$ cat src/hdl/sram_fifo_consts.svh
`ifndef SRAM_FIFO_CONSTS_SVH
`define SRAM_FIFO_CONSTS_SVH

// bits per queue word.
`define SRAM_FIFO_WIDTH 16

// words held by the array, not counting the output buffer.
`define SRAM_FIFO_DEPTH 16

// array count at which almost-full rises.
`define SRAM_FIFO_THRESHOLD 12

// address bits for DEPTH words.
`define SRAM_FIFO_PTR_WIDTH 4

`endif

$ cat src/hdl/sram_fifo_pkg.sv
`include "sram_fifo_consts.svh"

package sram_fifo_pkg;

  // one payload word.
  typedef logic [`SRAM_FIFO_WIDTH-1:0] fifo_word_t;

  // array address.
  typedef logic [`SRAM_FIFO_PTR_WIDTH-1:0] fifo_ptr_t;

  // array occupancy, 0 to DEPTH inclusive.
  typedef logic [`SRAM_FIFO_PTR_WIDTH:0] fifo_count_t;

  // prefetch FSM states.
  typedef enum logic {
    IDLE,     // no read in flight.
    READING   // array read data returns next edge.
  } read_state_e;

endpackage

$ cat src/hdl/fifo_pointer_counter.sv
`include "sram_fifo_consts.svh"

module fifo_pointer_counter (
  input   var                           i_clk,
  input   var                           i_rst_n,
  input   var                           i_clear,
  input   var                           i_write_en,
  input   var                           i_read_en,
  output  var sram_fifo_pkg::fifo_ptr_t   o_write_ptr,
  output  var sram_fifo_pkg::fifo_ptr_t   o_read_ptr,
  output  var sram_fifo_pkg::fifo_count_t o_count,
  output  var                           o_empty,
  output  var                           o_full,
  output  var                           o_almost_full
);
  import sram_fifo_pkg::*;

  localparam fifo_ptr_t   LAST_ADDR = fifo_ptr_t'(`SRAM_FIFO_DEPTH - 1);
  localparam fifo_count_t DEPTH     = fifo_count_t'(`SRAM_FIFO_DEPTH);
  localparam fifo_count_t THRESHOLD = fifo_count_t'(`SRAM_FIFO_THRESHOLD);

  fifo_count_t count_next;

  // count moves by one, a write and a read together cancel.
  always_comb begin
    count_next = o_count;
    case ({i_write_en, i_read_en})
      2'b10:   count_next = o_count + 1'b1;
      2'b01:   count_next = o_count - 1'b1;
      default: count_next = o_count;
    endcase
  end

  always_ff @(posedge i_clk) begin
    if (!i_rst_n || i_clear) begin
      o_write_ptr <= '0;
      o_read_ptr  <= '0;
      o_count     <= '0;
    end else begin
      if (i_write_en) begin
        o_write_ptr <= (o_write_ptr == LAST_ADDR) ? '0 : o_write_ptr + 1'b1; // wrap at depth.
      end
      if (i_read_en) begin
        o_read_ptr <= (o_read_ptr == LAST_ADDR) ? '0 : o_read_ptr + 1'b1;
      end
      o_count <= count_next;
    end
  end

  // flags are taken from the next count so they line up with o_count.
  always_ff @(posedge i_clk) begin
    if (!i_rst_n || i_clear) begin
      o_empty       <= 1'b1;
      o_full        <= 1'b0;
      o_almost_full <= 1'b0;
    end else begin
      o_empty       <= (count_next == '0);
      o_full        <= (count_next == DEPTH);
      o_almost_full <= (count_next >= THRESHOLD);
    end
  end

endmodule

$ cat src/hdl/sram_array.sv
`include "sram_fifo_consts.svh"

module sram_array (
  input   var                         i_clk,
  input   var                         i_rst_n,
  input   var                         i_write_en,
  input   var sram_fifo_pkg::fifo_ptr_t  i_write_ptr,
  input   var sram_fifo_pkg::fifo_word_t i_write_data,
  input   var                         i_read_en,
  input   var sram_fifo_pkg::fifo_ptr_t  i_read_ptr,
  output  var sram_fifo_pkg::fifo_word_t o_read_data,
  output  var                         o_read_valid
);
  import sram_fifo_pkg::*;

  fifo_word_t mem [`SRAM_FIFO_DEPTH];

  always_ff @(posedge i_clk) begin
    if (i_write_en) begin
      mem[i_write_ptr] <= i_write_data;
    end
  end

  always_ff @(posedge i_clk) begin
    if (i_read_en) begin
      o_read_data <= mem[i_read_ptr]; // one cycle read latency.
    end
  end

  always_ff @(posedge i_clk) begin
    if (!i_rst_n) begin
      o_read_valid <= 1'b0;
    end else begin
      o_read_valid <= i_read_en;
    end
  end

endmodule

$ cat src/hdl/read_prefetch_fsm.sv
`include "sram_fifo_consts.svh"

module read_prefetch_fsm (
  input   var             i_clk,
  input   var             i_rst_n,
  input   var             i_clear,
  input   var             i_array_empty,
  input   var [1:0]       i_buffer_level,
  input   var             i_pop_accept,
  output  var             o_read_en,
  output  var             o_read_busy
);
  import sram_fifo_pkg::*;

  read_state_e state;
  read_state_e state_next;
  logic [1:0]  pending_level;
  logic        room;

  // buffer words after this edge, counting the read about to land.
  always_comb begin
    pending_level = i_buffer_level + {1'b0, o_read_busy} - {1'b0, i_pop_accept};
    room          = (pending_level < 2'd2);
  end

  // a clear on this edge must not leave a stale read behind it.
  always_comb begin
    o_read_en = !i_clear && !i_array_empty && room;
  end

  always_comb begin
    state_next = state;
    case (state)
      IDLE: begin
        if (o_read_en) begin
          state_next = READING;
        end
      end
      READING: begin
        if (!o_read_en) begin
          state_next = IDLE; // last read completes.
        end
      end
      default: state_next = IDLE;
    endcase
  end

  always_ff @(posedge i_clk) begin
    if (!i_rst_n || i_clear) begin
      state <= IDLE;
    end else begin
      state <= state_next;
    end
  end

  always_comb begin
    o_read_busy = (state == READING);
  end

endmodule

$ cat src/hdl/read_output_buffer.sv
`include "sram_fifo_consts.svh"

module read_output_buffer (
  input   var                         i_clk,
  input   var                         i_rst_n,
  input   var                         i_clear,
  input   var                         i_fill,
  input   var sram_fifo_pkg::fifo_word_t i_fill_data,
  input   var                         i_pop,
  output  var sram_fifo_pkg::fifo_word_t o_data,
  output  var [1:0]                   o_level,
  output  var                         o_empty,
  output  var                         o_full,
  output  var                         o_pop_accept
);
  import sram_fifo_pkg::*;

  fifo_word_t head;
  fifo_word_t tail;

  always_comb begin
    o_empty      = (o_level == 2'd0);
    o_full       = (o_level == 2'd2);
    o_pop_accept = i_pop && !o_empty;
    o_data       = head; // head word falls through.
  end

  always_ff @(posedge i_clk) begin
    case ({i_fill, o_pop_accept})
      2'b10: begin
        if (o_empty) begin
          head <= i_fill_data;
        end else begin
          tail <= i_fill_data;
        end
      end
      2'b01: head <= tail;
      2'b11: begin
        if (o_full) begin
          head <= tail;
          tail <= i_fill_data;
        end else begin
          head <= i_fill_data; // single word swapped out.
        end
      end
      default: ;
    endcase
  end

  always_ff @(posedge i_clk) begin
    if (!i_rst_n || i_clear) begin
      o_level <= 2'd0;
    end else if (i_fill && !o_pop_accept) begin
      o_level <= o_level + 2'd1;
    end else if (!i_fill && o_pop_accept) begin
      o_level <= o_level - 2'd1;
    end
  end

endmodule

$ cat src/hdl/sram_fifo.sv
`include "sram_fifo_consts.svh"

module sram_fifo (
  input   var                         i_clk,
  input   var                         i_rst_n,
  input   var                         i_clear,
  input   var                         i_push,
  input   var sram_fifo_pkg::fifo_word_t i_data,
  input   var                         i_pop,
  output  var sram_fifo_pkg::fifo_word_t o_data,
  output  var                         o_empty,
  output  var                         o_completely_empty,
  output  var                         o_almost_full,
  output  var                         o_full,
  output  var                         o_completely_full
);
  import sram_fifo_pkg::*;

  logic        write_en;
  logic        read_en;
  logic        rd_valid;
  logic        read_busy;
  fifo_ptr_t   write_ptr;
  fifo_ptr_t   read_ptr;
  fifo_word_t  rd_data;
  logic        array_empty;
  logic        array_full;
  logic        array_almost_full;
  logic [1:0]  buffer_level;
  logic        buffer_empty;
  logic        buffer_full;
  logic        pop_accept;

  always_comb begin
    write_en = i_push && !array_full; // refused while full.
  end

  fifo_pointer_counter u_counter (
    .i_clk          (i_clk              ),
    .i_rst_n        (i_rst_n            ),
    .i_clear        (i_clear            ),
    .i_write_en     (write_en           ),
    .i_read_en      (read_en            ),
    .o_write_ptr    (write_ptr          ),
    .o_read_ptr     (read_ptr           ),
    .o_count        (                   ),
    .o_empty        (array_empty        ),
    .o_full         (array_full         ),
    .o_almost_full  (array_almost_full  )
  );

  sram_array u_array (
    .i_clk          (i_clk      ),
    .i_rst_n        (i_rst_n    ),
    .i_write_en     (write_en   ),
    .i_write_ptr    (write_ptr  ),
    .i_write_data   (i_data     ),
    .i_read_en      (read_en    ),
    .i_read_ptr     (read_ptr   ),
    .o_read_data    (rd_data    ),
    .o_read_valid   (rd_valid   )
  );

  read_prefetch_fsm u_prefetch (
    .i_clk          (i_clk        ),
    .i_rst_n        (i_rst_n      ),
    .i_clear        (i_clear      ),
    .i_array_empty  (array_empty  ),
    .i_buffer_level (buffer_level ),
    .i_pop_accept   (pop_accept   ),
    .o_read_en      (read_en      ),
    .o_read_busy    (read_busy    )
  );

  read_output_buffer u_buffer (
    .i_clk          (i_clk        ),
    .i_rst_n        (i_rst_n      ),
    .i_clear        (i_clear      ),
    .i_fill         (rd_valid     ),
    .i_fill_data    (rd_data      ),
    .i_pop          (i_pop        ),
    .o_data         (o_data       ),
    .o_level        (buffer_level ),
    .o_empty        (buffer_empty ),
    .o_full         (buffer_full  ),
    .o_pop_accept   (pop_accept   )
  );

  always_comb begin
    o_empty            = buffer_empty;
    o_completely_empty = buffer_empty && array_empty && !read_busy;
    o_almost_full      = array_almost_full;
    o_full             = array_full;
    o_completely_full  = array_full && buffer_full; // DEPTH plus two words.
  end

endmodule

$ cat config.mk
export PLATFORM = sky130hd
export DESIGN_NAME = sram_fifo
export DESIGN_NICKNAME = d
export VERILOG_FILES = /design/src/hdl/sram_fifo_pkg.sv /design/src/hdl/fifo_pointer_counter.sv /design/src/hdl/sram_array.sv /design/src/hdl/read_prefetch_fsm.sv /design/src/hdl/read_output_buffer.sv /design/src/hdl/sram_fifo.sv
export VERILOG_INCLUDE_DIRS = /design/src /design/src/hdl
export SDC_FILE = /design/constraint.sdc
export NUM_CORES = 1
export LEC_CHECK = 0
export ABC_AREA = 1
export BUFFER_PORTS_ARGS = -buffer_cell sky130_fd_sc_hd__buf_2
export CAP_MARGIN = 20
export CELL_PAD_IN_SITES_DETAIL_PLACEMENT = 1
export CELL_PAD_IN_SITES_GLOBAL_PLACEMENT = 2
export CORE_MARGIN = 3
export CORE_UTILIZATION = 44
export CTS_CLUSTER_SIZE = 16
export DETAILED_ROUTE_END_ITERATION = 10
export MAX_ROUTING_LAYER = met4
export PLACE_DENSITY = 0.82
export SLEW_MARGIN = 20
export SYNTH_ARGS = -nofsm -noshare
export SYNTH_HDL_FRONTEND = slang
export SYNTH_SLANG_ARGS = --single-unit
$ cat constraint.sdc
create_clock -name i_clk -period 2.7 [get_ports i_clk]
set_clock_uncertainty 0.2 [all_clocks]
set_input_delay 0.54 -clock i_clk [delete_from_list [all_inputs] [get_ports i_clk]]
set_output_delay 0.54 -clock i_clk [all_outputs]
set_load 0.02 [all_outputs]
======== Word level (Yosys, flattened, before mapping) ========
Memories as Yosys holds them, arrays and structs flattened. A register that Yosys moved wholly into a read port is not among the register bits.
Cells that the tools add are included.
word-level totals
  memories ................................ 1
  output and inout port bits .............. 21
  bits in writable memories ............... 256
  logic and storage cells ................. 73
  register bits after elaboration ......... 52
operators by class
  magnitude comparators ................... 2
  add/sub/neg operators ................... 8
  muxes and demuxes ....................... 14
  reduce and logical (&&, ||, !) cells .... 25
  equal/unequal tests ..................... 12
memory list
  memory       words  bits a word  rd ports  clocked after Yosys merged registers in  write ports  RTL line          source
  u_array.mem  16     16           1         1                                        1            sram_array.sv:16  fifo_word_t mem [`SRAM_FIFO_DEPTH];
operators by type and width
  operator                                                                              count
  16-bit two-way mux                                                                    4
  16-bit one-hot mux with 3 select lines                                                1
  16-bit one-hot mux with 2 select lines                                                1
  5-bit one-hot mux with 2 select lines                                                 1
  1-bit logical AND                                                                     9
  4-bit by 1-bit adder with 4-bit output (second input constant)                        2
  2-bit == test (second input constant)                                                 4
  4-bit == test (second input constant)                                                 2
  1-bit zero test                                                                       8
  4-bit two-way mux                                                                     2
  2-bit != test (second input constant)                                                 3
  5-bit by 1-bit adder with 5-bit output (second input constant)                        1
  5-bit == test (second input constant)                                                 1
  5-bit by 4-bit greater-or-equal comparator with 1-bit output (second input constant)  1
  5-bit zero test                                                                       1
  5-bit by 1-bit subtractor with 5-bit output (second input constant)                   1
  2-bit by 1-bit == test with 1-bit output (second input constant)                      2
  2-bit two-way mux                                                                     2
  2-bit nonzero test                                                                    2
  1-bit two-way mux                                                                     3
  3-bit AND reduction                                                                   1
  3-bit nonzero test                                                                    1
  2-bit by 1-bit adder with 2-bit output                                                1
  2-bit by 1-bit adder with 2-bit output (second input constant)                        1
  other kinds (6)                                                                       6

======== Depth between registers and ports, before layout ========
Gate-level depths: netlist of the first run.
  word-level depth ........................ 9
  mapped depth ............................ 20

======== Modules after synthesis ========
Synthesis of the first run repeated with hierarchy kept, for this count alone.
second synthesis, totals
  cell total of the unflattened synthesis .. 1334
  area total of the unflattened synthesis .. 13904.6 um^2
by module, submodules not included
  module                seq. area each (um^2)  cells each  area each (um^2)  times used
  sram_array            8187.9                 1077        11574.9           1
  read_output_buffer    1001.0                 114         1346.3            1
  fifo_pointer_counter  320.3                  119         850.8             1
  read_prefetch_fsm     20.0                   18          107.6             1
  sram_fifo             0.0                    6           25.0              1

======== Worst setup path after synthesis of the first run ========
Ideal clock, no wire load.
  path kind ............................... flip-flop to flip-flop
  start point ............................. reg u_buffer.o_level[0] in the netlist's numbering
  end point ............................... reg u_buffer.head[0] (netlist: u_buffer.o_data[0]), enable pin
  buffers on the path ..................... 0
  path slack .............................. 0.060 ns
  cell stages (with the launch flop) ...... 4
  arrival ................................. 2.029 ns
  library setup time ...................... 0.411 ns
  cells stage by stage .................... dfxtp_1 > nor2_1 > inv_1 > o21ai_0
on the way
  cells in the longest elaborated chain, start to end .. 6
RTL lines
  item                                                                              RTL line                  source
  from (decl)                                                                       read_output_buffer.sv:11  output var [1:0] o_level,
  from (signal assigned)                                                            read_output_buffer.sv:54  o_level <= o_level + 2'd1;
  from (signal assigned)                                                            read_output_buffer.sv:56  o_level <= o_level - 2'd1;
  2-bit zero test *                                                                 read_output_buffer.sv:22  o_empty = (o_level == 2'd0);
  via o_empty                                                                       sram_fifo.sv:11           output var o_empty,
  1-bit zero test                                                                   read_output_buffer.sv:24  o_pop_accept = i_pop && !o_empty;
  1-bit logical AND                                                                 read_output_buffer.sv:24
  2-bit == test / 2-bit by 1-bit == test with 1-bit output (equally long branches)  read_output_buffer.sv:29  case ({i_fill, o_pop_accept})
  2-bit != test (no source line) / 3-bit nonzero test (equally long branches)       -
  2-bit AND reduction (no source line) *                                            -
  to (signal assigned)                                                              read_output_buffer.sv:32  head <= i_fill_data;
  to (signal assigned)                                                              read_output_buffer.sv:37  2'b01: head <= tail;
  to (signal assigned)                                                              read_output_buffer.sv:40  head <= tail;
  to (decl)                                                                         read_output_buffer.sv:18  fifo_word_t head;
The timed path passes the listed nets; every way through them passes the cells marked *.
A chain may end at the register's enable or synchronous reset.

======== Worst setup path after layout of the first run ========
  start point ............................. reg u_buffer.o_level[0] in the netlist's numbering
  end point ............................... reg u_counter.o_full
on the way
  cells in the longest elaborated chain, start to end .. 9
RTL lines
  item                                                                              RTL line                    source
  branches (longest 3 deep; another with 2-bit by 1-bit adder with 2-bit output)    -
  2-bit by 1-bit subtractor with 2-bit output *                                     read_prefetch_fsm.sv:22     pending_level = i_buffer_level + {1'b0, o_read_busy} - {1'b0, i_pop_accept};
  2-bit less-than comparator *                                                      read_prefetch_fsm.sv:23     room = (pending_level < 2'd2);
  1-bit logical AND *                                                               read_prefetch_fsm.sv:28     o_read_en = !i_clear && !i_array_empty && room;
  2-bit by 1-bit == test with 1-bit output / 2-bit == test (equally long branches)  fifo_pointer_counter.sv:27  case ({i_write_en, i_read_en})
  5-bit one-hot mux with 2 select lines *                                           fifo_pointer_counter.sv:27
  5-bit == test *                                                                   fifo_pointer_counter.sv:58  o_full <= (count_next == DEPTH);
  to (signal assigned)                                                              fifo_pointer_counter.sv:58
  to (decl)                                                                         fifo_pointer_counter.sv:13  output var o_full,
Every way passes the cells marked *.

==> results of run 1 <==
## power by group through the flow
stage	sequential, mW	clock, mW	combinational [mW]
2_1_floorplan	5.68	0	0.176
3_3_place_gp	5.68	0	0.334
3_5_place_dp	5.68	0	0.346
4_1_cts	5.57	4.56	0.349
5_1_grt	5.58	4.75	0.386
6_report	5.57	4.46	0.345
## routing by layer
metal	track usage	vias up
met3	0.0284	52
met2	0.351	177
met5	-	-
met4	0.0541	0
li1	-	3601
met1	0.265	3914
## stage by stage
| step | total power, mW | area (um^2) | cells | hold slack, ns |
|---|---|---|---|---|
| floorplan | 5.86 | 12800 | 926 | 0.227 |
| global placement | 6.01 | 13600 | 1336 | 0.239 |
| detailed placement | 6.03 | 13600 | 1336 | 0.242 |
| CTS | 10.5 | 14700 | 1395 | 0.0830 |
| global route | 10.7 | 14700 | 1397 | 0.0972 |
| finish | 10.4 | 14700 | 1398 | 0.0964 |
## state kept, by name, summed over array words and instances, names as in the netlist
signal,count
u_array.o_read_data,16
u_buffer.tail,16
u_buffer.o_data,16
u_counter.o_read_ptr,4
u_counter.o_write_ptr,4
u_buffer.o_level,2
u_array.mem,256
u_array.o_read_valid,1
u_counter.o_count,5
u_counter.o_empty,1
u_counter.o_full,1
u_prefetch.o_read_busy,1
u_counter.o_almost_full,1
## cells by family (layout without fill, tap and decap cells)
kind of cell,Yosys count,count (layout)
other cells,0,3
fa+ha+maj,10,10
mux,28,28
compound gates,175,175
flops,324,324
xor+xnor,3,3
simple gates,303,303
buf+inv,83,174
## critical path: stages (launching register included)
cell and delay (ns):
sky130_fd_sc_hd__dfxtp_1 0.43, sky130_fd_sc_hd__inv_2 0.10, sky130_fd_sc_hd__nand3_2 0.09, sky130_fd_sc_hd__nand2_2 0.07
sky130_fd_sc_hd__nand2_2 0.07, sky130_fd_sc_hd__nand2_2 0.07, sky130_fd_sc_hd__nand3_4 0.08, sky130_fd_sc_hd__inv_1 0.05
sky130_fd_sc_hd__ha_1 0.38, sky130_fd_sc_hd__o21ai_0 0.30, sky130_fd_sc_hd__nand2_1 0.09, sky130_fd_sc_hd__nor2_1 0.14
sky130_fd_sc_hd__nand3_2 0.11, sky130_fd_sc_hd__nor2_2 0.13
## final timing paths
| kind | slack, ns | cells past startpoint | endpoint | from |
|---|---|---|---|---|
| max | 0.32 | 13 | u_counter.o_full$_SDFF_PP0_ | u_buffer.o_level[0]$_SDFFE_PP0P_ |
| min | 0.1 | 3 | u_array.o_read_valid$_SDFF_PN0_ | i_rst_n |
| max reg2reg | 0.32 | 13 | u_counter.o_full$_SDFF_PP0_ | u_buffer.o_level[0]$_SDFFE_PP0P_ |
| min reg2reg | 0.25 | 0 | u_buffer.tail[14]$_DFFE_PP_ | u_array.o_read_data[14]$_DFFE_PP_ |
## final cells by class
| type | instances | area share |
|---|---|---|
| sequential | 324 | 0.649 |
| multi-input combinational | 519 | 0.200 |
| clock buffer | 45 | 0.0608 |
| timing repair buffer | 80 | 0.0381 |
| tap | 378 | 0.0322 |
| clock inverter | 14 | 0.0107 |
| inverter | 35 | 0.00893 |
| antenna | 3 | 0.000511 |
## synthesized netlist by cell type (all sizes together)
cell type / instances
o211ai: 4
a31o: 1
nor2: 174
edfxtp: 304
mux2i: 28
o32ai: 36
a21oi: 12
nor3: 2
nor3b: 1
nand2: 82
nand3: 42
dfxtp: 20
ha: 10
o21ai: 77
inv: 35
o21bai: 1
a22o: 16
xor2: 3
o221ai: 28
nand4: 2
buf: 13
clkbuf: 35
==> impl_summary.md, run 1 <==
Outcome
The run finished with clean final reports.

Clocking
The CTS tree is done. The number of H-tree branching levels is 2. The clock net in this run drives a total of between 300 and 400 sinks.

After clock tree synthesis, the clock-pin slew on the worst setup and hold paths is 0.06 ns. In this run, post-CTS hold repair placed 0 buffers. In this run the post-CTS setup repair buffer count came out at 0. The later pin in the worst-skew pair is clocked with a latency of 0.52 ns. TritonCTS created 34 clock buffers. Counting along the longest clock path gives a buffer depth of 3. The tree is rooted in a sky130_fd_sc_hd__clkbuf_16. The post-cts sizing count is 0.

Layout
The multi-input combinational cells in the finished layout cover a total of 2940 um^2. The fill cell instance count of the final layout is 2782. The share of post-route cells with drive strength above 1 is 0.164. The final layout net count is 1025.

The area taken by flip-flops and latches is 9540 um^2. Leaving out fill and tap cells, the most frequent cell in the layout is sky130_fd_sc_hd__edfxtp_1. From synthesis to final layout, the design area changed by 15.3%.

Once layout is complete, the utilization of the core stands at 0.522. The library cells used most frequently in the layout, excluding fill and tap cells, are sky130_fd_sc_hd__edfxtp_1 (304), sky130_fd_sc_hd__nor2_1 (156), sky130_fd_sc_hd__nand2_1 (74), sky130_fd_sc_hd__o21ai_0 (72), sky130_fd_sc_hd__buf_2 (41).

Synth
The number of nets handed over by synthesis was between 900 and 1000. The post-synthesis adder-cell area fraction is 0.00981. The biggest area contributor in the post-synthesis netlist is sky130_fd_sc_hd__edfxtp_1. Of the total synthesized cell area, the portion taken by XOR and XNOR cells is 0.00206.

After synthesis, the netlist uses 31 different library cells. Of the total synthesized cell area, the portion taken by AND, OR, NAND and NOR gates is 0.0995. The fraction of the mapped netlist area in compound gates is 0.0941. The multiplexer fraction of the synthesized cell area is 0.0220. Of the synthesized area, sequential elements account for 0.747. The dominant combinational cell family by area after synthesis is simple AND/OR/NAND/NOR gates. The average instance area after synthesis is 13.8 um^2. Counting every instance in the synthesized netlist gives 926. The proportion of netlist area held by the largest area contributor is 0.716. Summing every instance area after synthesis gives 12800 um^2. The yosys synthesis warning count is 0. The register bit total from synthesis is 324. Ranked by total cell area, the synthesized netlist is headed by sky130_fd_sc_hd__edfxtp_1 (72%), sky130_fd_sc_hd__nor2_1 (5.1%), sky130_fd_sc_hd__dfxtp_1 (3.1%).

Timing
Measured against its own limit, the worst slew margin works out to 0.510. The number of hold violations in the final report came to 0. The count of final max-slew check failures was 0. The peak clock frequency supported by timing is between 400 and 500 MHz. At the pin with the least slew margin, the transition time is 0.732 ns. Setup violations remaining at the end of the flow were counted as 0. Setup repair after global routing left no endpoint under its margin. In the final timing run, aggregate negative setup slack is 0 ns. The smallest clock period supported by the final layout is computed as 2.38 ns.

Setup slack closes at 0.324 ns. The share of the clock period used by the worst path is 0.880.

Pwr
The net switching fraction of the power is 0.203. The leakage power is ~4.9 nW. The ratio of total power to cell area is 706 nW/um^2. The peak supply drop is 0.486 mV. The part of the total power dissipated in combinational logic is 0.033. For this design the total switching power over the nets is 2.11 mW. The clock group share of total power is 0.430. The sequential share of power is 0.537. Cell internal power was estimated by the tool at 8.28 mW.

Die
The die boundary height is 176 um. The initial utilization of the core area, before any placement, comes to 0.453. The placeable core region is roughly 28000 um^2. The width of the chip is 176 um. The floorplan has between 60 and 70 rows. The die covers 31100 um^2. In this run the count of I/O pins placed on the die edge is 42.

Worst setup path
The required time reported for the critical path endpoint is 2.94 ns. The setup path with the least slack is of type flop to flop. Of all nets on the critical path, the largest fanout is 7. The endpoint arrival time on the critical path is about 2.6 ns. The worst setup path is launched from a flop. The sort of element at the end of the critical path is a flop.

Drt
The via density per instance is roughly 5.5. In the detailed route, the total length drawn on met2 is approximately 16 mm. The total met3 wirelength after detailed routing is 1.33 mm. The routed layout has 7744 vias. For this run, the detailed router's first-pass iteration total came to 5. The violation count after the first detailed-routing iteration is 650. The number of design rule violations left after detail routing is 0. The total detailed-routing wirelength is 30.9 mm. The detail route stage leaves a number of antenna-violating nets equal to 0.

The highest layer touched by signal routing is met4. The detailed router put a total of 13.3 mm of wire on met1. The average routed wire per standard cell is 22.1 um.

Global route
Summed over all layers, the global routing overflow is 0. The pin count of the biggest net entering global routing is 60. The initial antenna violation count is 3.

The first-pass GRT wire length is 47.2 mm. The via count of the first global-routing pass is 7981. Across every metal layer, demand over resource in global routing totals 0.207.

Min path
The worst hold-check path type is input port to flop.

Run
The number of violations of the max-capacitance limit is 0.

Place
The placer's final routability congestion estimate is 0.774. The worst-case setup slack after placement is 0.0897 ns. The final HPWL from detailed placement is 18.2 mm.

The number of buffers inserted by port buffering is 41.
Note: power is estimated with default switching activity, not from simulation.
==> run 2, diff against run 1 <==
ABC_AREA = unset   (was 1)
CORE_UTILIZATION = 49   (was 44)
PLACE_DENSITY = 0.83   (was 0.82)
==> run 2 against run 1 <==
The run now ends with setup timing left; sequential power about the same; synthesized cell count decreased by 36%; setup slack got worse by 0.60 ns; synthesized area decreased by 2.1%; critical path depth decreased by 1; hold slack got worse by 0.022 ns; die area decreased by 12%; first-iteration DRC count decreased by 15%; power decreased by 3.6%; critical endpoint unchanged; largest cell class unchanged.
==> impl_summary.md, run 2 <==
Outcome
The run finished, with violations left. The final reports fail on setup timing.

Die
The number of top-level pins is 42. The standard-cell row count is 57. The initial utilization of the core area, before any placement, comes to 0.506.

The die covers between 20000 and 30000 um^2. The die boundary height is around 170 um. The width of the chip is 166 um.

In this run the standard cell core region covers between 20000 and 25000 um^2.

Worst setup path
The sort of element at the end of the critical path is a flop. The endpoint arrival time on the critical path is 3.22 ns. The launching instance or port of the critical path is u_prefetch.o_read_busy$_SDFF_PP0_. The setup check on the worst reg-to-reg path leaves a slack of -0.28 ns. The worst setup path is of the flop to flop kind.

The required time reported for the critical path endpoint is 2.94 ns. Among cell families on the critical path, the largest total delay comes from simple AND/OR/NAND/NOR gates. Along the worst path, the maximum fanout reaches 4. The startpoint identified for the worst register-to-register timing path is u_prefetch.o_read_busy$_SDFF_PP0_. The largest single stage delay on the critical path is 0.35 ns. The worst setup path is launched from a flop. Traced cell by cell, the critical path runs through nand2b_4 -> a211o_4 -> nor3_4 -> xor2_1 -> ha_2 -> a21o_1 -> nand2_1 -> nor3_2 -> or3_4 -> a221oi_4 -> xnor2_2 -> and4b_1.

The slowest library cell on the worst path is sky130_fd_sc_hd__a211o_4. For the worst flop-to-flop path, the logic depth is 12. In this run the critical register-to-register path is captured at u_counter.o_full$_SDFF_PP0_. The number of buffers and inverters on the critical path is 0.

Pwr
The ratio of total power to cell area is 691 nW/um^2. VDD sags by at most around 0.42 mV. In this run the static leakage power is ~4.7 nW. The sum of internal, switching and leakage power is 10.0 mW.

Layout
Summing all flip-flop and latch instances after layout gives about 9500 um^2. Leaving out fill and tap cells, the most frequent cell in the layout is sky130_fd_sc_hd__edfxtp_1. The area growth from synthesis to layout is 15.9%.

The layout has 2123 filler cells. The count of non-filler cells in the finished layout is 1027. Summing all multi-input logic gate instances after layout gives 2910 um^2. Leaving out fill and tap cells, the most frequent cells in the layout are sky130_fd_sc_hd__edfxtp_1 (304), sky130_fd_sc_hd__mux4_2 (80), sky130_fd_sc_hd__buf_2 (41), sky130_fd_sc_hd__buf_4 (41), sky130_fd_sc_hd__clkbuf_16 (31).

The share of post-route cells with drive strength above 1 is 0.334. The flip-flop count of the largest register after layout is 256. The final layout net count is just over 700.

The register containing the most flip-flops in the final layout is u_array.mem.

Clocking
The tree is rooted in a sky130_fd_sc_hd__clkbuf_16. The CTS buffer count is 31. The clock passes through at most 3 buffers. The clock-pin transition on the worst setup and hold timing paths is approximately 0.060 ns. Clock tree synthesis found a total of ~320 sinks. At the later pin of the worst-skew pair, clock insertion delay measures ~0.54 ns.

In this run the number of H-tree levels came out at 1. The count of hold buffers inserted by post-cts repair is 0. TritonCTS built the clock tree.

Synth
The average instance in the mapped netlist occupies 21.2 um^2. The number of instances in the synthesized netlist is between 500 and 600. The biggest area contributor in the post-synthesis netlist is sky130_fd_sc_hd__edfxtp_1. During synthesis, Yosys emitted a total of 0 warnings. For this run, the leading register cell type out of synthesis is sky130_fd_sc_hd__edfxtp_1.

In this run, synthesis inferred 304 flip-flops with an integrated enable. The share of the Yosys chip area taken by registers is 0.763. The library cell with the highest instance count after synthesis is sky130_fd_sc_hd__edfxtp_1. The proportion of netlist area held by the largest area contributor is 0.731. Counting distinct cell types in the post-synthesis netlist gives 45.

Synthesis produced a netlist with a net count of 620. After synthesis, the share of flip-flops with an asynchronous set or reset is 0. In this run, synthesis produced a sequential element count of roughly 320.

After synthesis the cells add up to between 10000 and 15000 um^2. In the synthesized netlist, the cells that appear most often are sky130_fd_sc_hd__edfxtp_1 (304), sky130_fd_sc_hd__mux4_2 (80), sky130_fd_sc_hd__nor2_1 (29), sky130_fd_sc_hd__dfxtp_1 (20). In the post-synthesis netlist, the biggest area contributors are sky130_fd_sc_hd__edfxtp_1 (73%), sky130_fd_sc_hd__mux4_2 (14%), sky130_fd_sc_hd__dfxtp_1 (3.2%).

Global route
The via count of the first global-routing pass is 6459. The initial antenna violation count is 3. The pin count of the biggest net entering global routing is 45.

The first-pass GRT wire length is 40.5 mm. The global route total overflow is 0. Across every metal layer, demand over resource in global routing totals 0.200.

Min path
The path class of the tightest hold or removal check is input port to flop. The number of instances on the worst hold path is 2. The startpoint identified for the worst hold timing path is i_rst_n. The worst hold path terminates at u_array.o_read_valid$_SDFF_PN0_.

Drt
Across all layers, the routed design uses 5988 vias. The total detailed-routing wirelength is 26.7 mm. The average routed wire per standard cell is 26.0 um. Once detail routing completed, the nets flagged for antenna violations numbered 0. The first TritonRoute pass finished after 5 iterations.

For this block, the initial DRC count from the detailed router was between 500 and 600. After detailed routing, the number of remaining DRC violations is 0. The via density per instance is 5.83.

Timing
The count of final max-slew check failures came to 0. The transition time of the tightest slew-check pin is 0.675 ns. The time the worst path needs with I/O delays and setup is 2.98 ns. The number of hold violations in the final report is 0. Dividing the final minimum period by the clock period gives 1.10. Once routing completed, OpenROAD measured the worst setup slack at -0.278 ns. Setup violations remaining at the end of the flow were counted as 4. Measured against its own limit, the worst slew margin works out to 0.550. Setup repair after global routing could not meet its margin everywhere. Static timing analysis puts the maximum clock frequency at around 340 MHz.

Place
The final HPWL from detailed placement is 15.6 mm. The instance count after placement with tap cells included is around 960. The number of buffers inserted by port buffering is 41. The placer's final routability congestion estimate is about 0.74.

Run
The tool flagged a number of max-cap violations equal to 0.
run 2: cell count changes in the layout (fill, tap and decap cells not counted), sizes merged, moves of 36 or more:
| cell | delta |
|---|---|
| nand2 | -63 |
| nor2 | -145 |
| mux4 | +80 |
| o21ai | -71 |
| o32ai | -36 |
| nand3 | -41 |
run 2: area by class of cell:
cell class	count	share of cell area
well taps	324	0.0280
flip-flops and latches	324	0.659
clock inverters	7	0.00553
multi-input cells	228	0.201
clock buffers	48	0.0621
inverters	7	0.00182
diodes	2	0.000346
repair buffers	87	0.0424
run 2: worst max-delay path by stage:
stage	cells past startpoint	slack, ns	to
2_1_floorplan	13	-0.43	u_counter.o_full$_SDFF_PP0_
6_report	12	-0.28	u_counter.o_full$_SDFF_PP0_
3_5_place_dp	13	-0.57	u_counter.o_full$_SDFF_PP0_
4_1_cts	12	-0.26	u_counter.o_full$_SDFF_PP0_
5_1_grt	12	-0.37	u_counter.o_full$_SDFF_PP0_
3_3_place_gp	13	-0.46	u_counter.o_full$_SDFF_PP0_
run 2: through the flow:
| stage | area, um^2 | setup TNS [ns] | utilization | worst slack [ns] | hold slack [ns] |
|---|---|---|---|---|---|
| CTS | 14400 | -0.921 | 0.584 | -0.265 | 0.0625 |
| global placement | 13400 | -1.60 | 0.542 | -0.458 | 0.238 |
| global route | 14500 | -1.48 | 0.587 | -0.372 | 0.0701 |
| floorplan | 12500 | -6.37 | - | -0.426 | 0.227 |
| finish | 14500 | -0.960 | 0.587 | -0.278 | 0.0741 |
| detailed placement | 13400 | -2.19 | 0.542 | -0.571 | 0.247 |
run 2: routing by layer:
layer | vias to the layer above | GRT usage | share of wire
met5 | - | - | 0
met4 | 0 | 0.0430 | 0.020
met3 | 45 | 0.0281 | 0.049
met2 | 177 | 0.345 | 0.53
met1 | 3158 | 0.258 | 0.40
li1 | 2608 | - | -
run 2: worst reg2reg max path, stage by stage (launching register included):
cell and delay (ns):
sky130_fd_sc_hd__dfxtp_2 0.32, sky130_fd_sc_hd__nand2b_4 0.14, sky130_fd_sc_hd__a211o_4 0.36, sky130_fd_sc_hd__nor3_4 0.24, sky130_fd_sc_hd__xor2_1 0.10, sky130_fd_sc_hd__ha_2 0.20, sky130_fd_sc_hd__a21o_1 0.18, sky130_fd_sc_hd__nand2_1 0.08
sky130_fd_sc_hd__nor3_2 0.05, sky130_fd_sc_hd__or3_4 0.34, sky130_fd_sc_hd__a221oi_4 0.27, sky130_fd_sc_hd__xnor2_2 0.18, sky130_fd_sc_hd__and4b_1 0.22
run 2: what timing repair did:
| item | CTS | global route |
|---|---|---|
| gates resized for setup | 5 | 8 |
| hold endpoints to repair | 0 | 0 |
| endpoints found under the setup margin | 4 | 6 |
| pin swaps | 8 | 3 |
| setup buffers | 5 | 2 |
run 2: where the power goes:
group          internal (mW)  leakage (nW)  total [mW]  switching (mW)
clock                   2.46         0.477        4.15            1.70
sequential              5.53          2.91        5.56          0.0214
combinational          0.119          1.30       0.300           0.181
total                   8.11          4.69        10.0            1.90
run 2: logic make-up after synthesis:
| family | after synthesis | share of synthesized area |
|---|---|---|
| fa+ha+maj | 10 | 0.0100 |
| compound gates | 44 | 0.0279 |
| mux | 85 | 0.148 |
| flops | 324 | 0.763 |
| xor+xnor | 9 | 0.00631 |
| buf+inv | 37 | 0.0125 |
| simple gates | 80 | 0.0322 |
==> run 3, diff against run 2 <==
RECOVER_POWER = 50   (was unset)
==> run 3 against run 2 <==
The flow still finishes with violations (setup timing); sequential power barely moved; combinational power fell by 1%; non-clock buffer count did not move; critical path depth did not move; clock power barely moved; design area fell by 0.17%; via count rose by 0.42%; first-iteration DRC count rose by 2.0%; power fell by 0.13%; largest cell class unchanged; final cell count fell by 0.19%; sequential share of layout area rose by 0.11 points; fmax barely moved.
==> impl_summary.md, run 3 (same netlist as run 2, synthesis figures left out) <==
Clocking
The number of clock sinks is 324. Clock tree synthesis selected as its root buffer the cell sky130_fd_sc_hd__clkbuf_16. The insertion delay of the later-clocked pin in the worst-skew pair is 0.54 ns. Clock-pin slew was measured on the worst setup and hold paths at approximately 0.060 ns. The longest clock path from root to sink contains 3 buffers.

The CTS tree is done. In this run, CTS created clock tree buffers numbering 31. The number of H-tree branching levels is 1.

Min path
The worst hold-check path type is input port to flop.

Layout
Across the whole layout, storage elements account for 9540 um^2. The fill cell instance count of the final layout is 2129. The number of diodes added for antenna fixing is 0.

Counting flops per register, the top entry is u_array.mem. The commonest non-fill, non-tap cell in the layout is sky130_fd_sc_hd__edfxtp_1. Summing all multi-input logic gate instances after layout gives 2910 um^2.

In the layout the commonest cells are sky130_fd_sc_hd__edfxtp_1 (304), sky130_fd_sc_hd__mux4_2 (80), sky130_fd_sc_hd__buf_4 (41), sky130_fd_sc_hd__clkbuf_16 (31). Compared with the post-synthesis result, the final layout area differs by 15.7%. In the final layout, the share of cells above drive strength 1 is 0.311. The final layout net count is 710. The flip-flop count of the largest register after layout is about 260.

Die
The die boundary height is 166 um. For this configuration, the core starts out at a cell density of 0.506. The number of top-level pins is 42. The die covers 27400 um^2.

The placeable core region is around 25000 um^2. The standard-cell row count is 57. Measured along the x axis, the die boundary spans approximately 170 um.

Drt
The number of design rule violations left after detail routing is 0. The violation count after the first detailed-routing iteration is 561. The overall via count from detail_route is 6013.

In the final routed layout, each cell accounts on average for 25.9 um. The via density per instance is 5.87. The count of nets left with antenna violations once routing finished came out at 0. The total detailed-routing wirelength is ~27 mm. The length of the first detailed-routing pass in iterations is 5.

Timing
For the pin with the worst max-slew slack, the measured transition is 0.679 ns. The worst pin sits at a relative slew slack of 0.548. The peak clock frequency supported by timing is around 340 MHz.

The time the worst path needs with I/O delays and setup is 2.98 ns. Setup slack on the critical path of the routed design comes to -0.277 ns. The count of final max-slew check failures is 0.

Setup repair after global routing could not meet its margin everywhere. The share of the clock period used by the worst path is 1.10. The number of hold violations in the final report is 0. Setup violations remaining at the end of the flow were counted as 4.

The tightest hold path in the finished design has a slack of between 0.07 and 0.08 ns.

Place
At the end of routability-driven placement, the weighted congestion stood at 0.742. The number of buffers inserted by port buffering is a little over 40. The worst-case setup slack after placement is -0.571 ns. The final HPWL from detailed placement is 15.6 mm.

Global route
Global routing finished with a remaining overflow of 0. The pin count of the biggest net entering global routing is 45. The via count of the first global-routing pass was 6459. The initial antenna violation count is 1.

In the global route stage, overall resource usage came out at 0.200. The first global-routing pass estimated just over 40 mm of wire.

Worst setup path
The critical path in this run is classified as flop to flop. The largest fanout on the critical path is 4. The launching element type of the critical path is a flop. For the worst setup path, the data arrival time is 3.21 ns. STA classifies the critical path endpoint as a flop.

The required time reported for the critical path endpoint is 2.94 ns.

Outcome
The final reports fail on setup timing. The flow ran to the end, but the final reports show violations.

Pwr
The leakage power is 4.65 nW. The peak supply drop is 0.431 mV. In this run the power density over the cells is 692 nW/um^2.

Run
The tool flagged a number of max-cap violations equal to 0.
-- run 3: repair_timing --
item                                    4_1_cts  5_1_grt
resized for setup                             5        8
setup buffers                                 5        2
hold buffers                                  0        0
pin swaps                                     8        3
endpoints found under the setup margin        4        6
-- run 3: worst paths after layout --
kind                                startpoint                               to  slack [ns]  depth (start not counted)
min                                    i_rst_n  u_array.o_read_valid$_SDFF_PN0_        0.08                          2
max reg2reg  u_prefetch.o_read_busy$_SDFF_PP0_      u_counter.o_full$_SDFF_PP0_       -0.28                         12
min reg2reg   u_array.o_read_data[4]$_DFFE_PP_       u_buffer.tail[4]$_DFFE_PP_        0.26                          0
max          u_prefetch.o_read_busy$_SDFF_PP0_      u_counter.o_full$_SDFF_PP0_       -0.28                         12
-- run 3: critical path: stages (launching register included) --
cell	delay [ns]
sky130_fd_sc_hd__dfxtp_2	0.32
sky130_fd_sc_hd__nand2b_4	0.14
sky130_fd_sc_hd__a211o_4	0.35
sky130_fd_sc_hd__nor3_4	0.24
sky130_fd_sc_hd__xor2_1	0.10
sky130_fd_sc_hd__ha_2	0.20
sky130_fd_sc_hd__a21o_1	0.18
sky130_fd_sc_hd__nand2_1	0.08
sky130_fd_sc_hd__nor3_2	0.05
sky130_fd_sc_hd__or3_4	0.34
sky130_fd_sc_hd__a221oi_4	0.27
sky130_fd_sc_hd__xnor2_2	0.17
sky130_fd_sc_hd__and4b_1	0.22
-- run 3: power by group --
group	switching, mW	total [mW]	internal [mW]
Sequential	0.0215	5.56	5.54
Clock	1.69	4.14	2.45
Combinational	0.181	0.296	0.115
Total	1.89	10.0	8.11
-- run 3: routing by layer --
| layer | wire length, um | track usage | up-vias | share of wire |
|---|---|---|---|---|
| li1 | - | - | 2607 | - |
| met1 | 10700 | 0.258 | 3186 | 0.40 |
| met2 | 14100 | 0.345 | 179 | 0.53 |
| met3 | 1230 | 0.0281 | 41 | 0.046 |
| met4 | 507 | 0.0430 | 0 | 0.019 |
| met5 | 0 | - | - | 0 |
-- run 3: layout make-up --
cell class,count,area share
Clock buffer,48,0.0623
Clock inverter,7,0.00554
Inverter,7,0.00182
Multi-Input combinational cell,228,0.201
Sequential cell,324,0.660
Tap cell,324,0.0281
Timing Repair Buffer,87,0.0410
-- run 3: metrics by stage --
| step | utilization | cell area [um^2] | instances | total power, mW | setup TNS [ns] |
|---|---|---|---|---|---|
| after global routing | 0.586 | 14500 | 1025 | 10.3 | -1.48 |
| after CTS | 0.584 | 14400 | 1023 | 10.1 | -0.921 |
| after detailed placement | 0.542 | 13400 | 963 | 5.95 | -2.19 |
| after floorplan | - | 12500 | 589 | 5.82 | -6.37 |
| final | 0.586 | 14500 | 1025 | 10.0 | -0.955 |
| after global placement | 0.542 | 13400 | 963 | 5.93 | -1.60 |
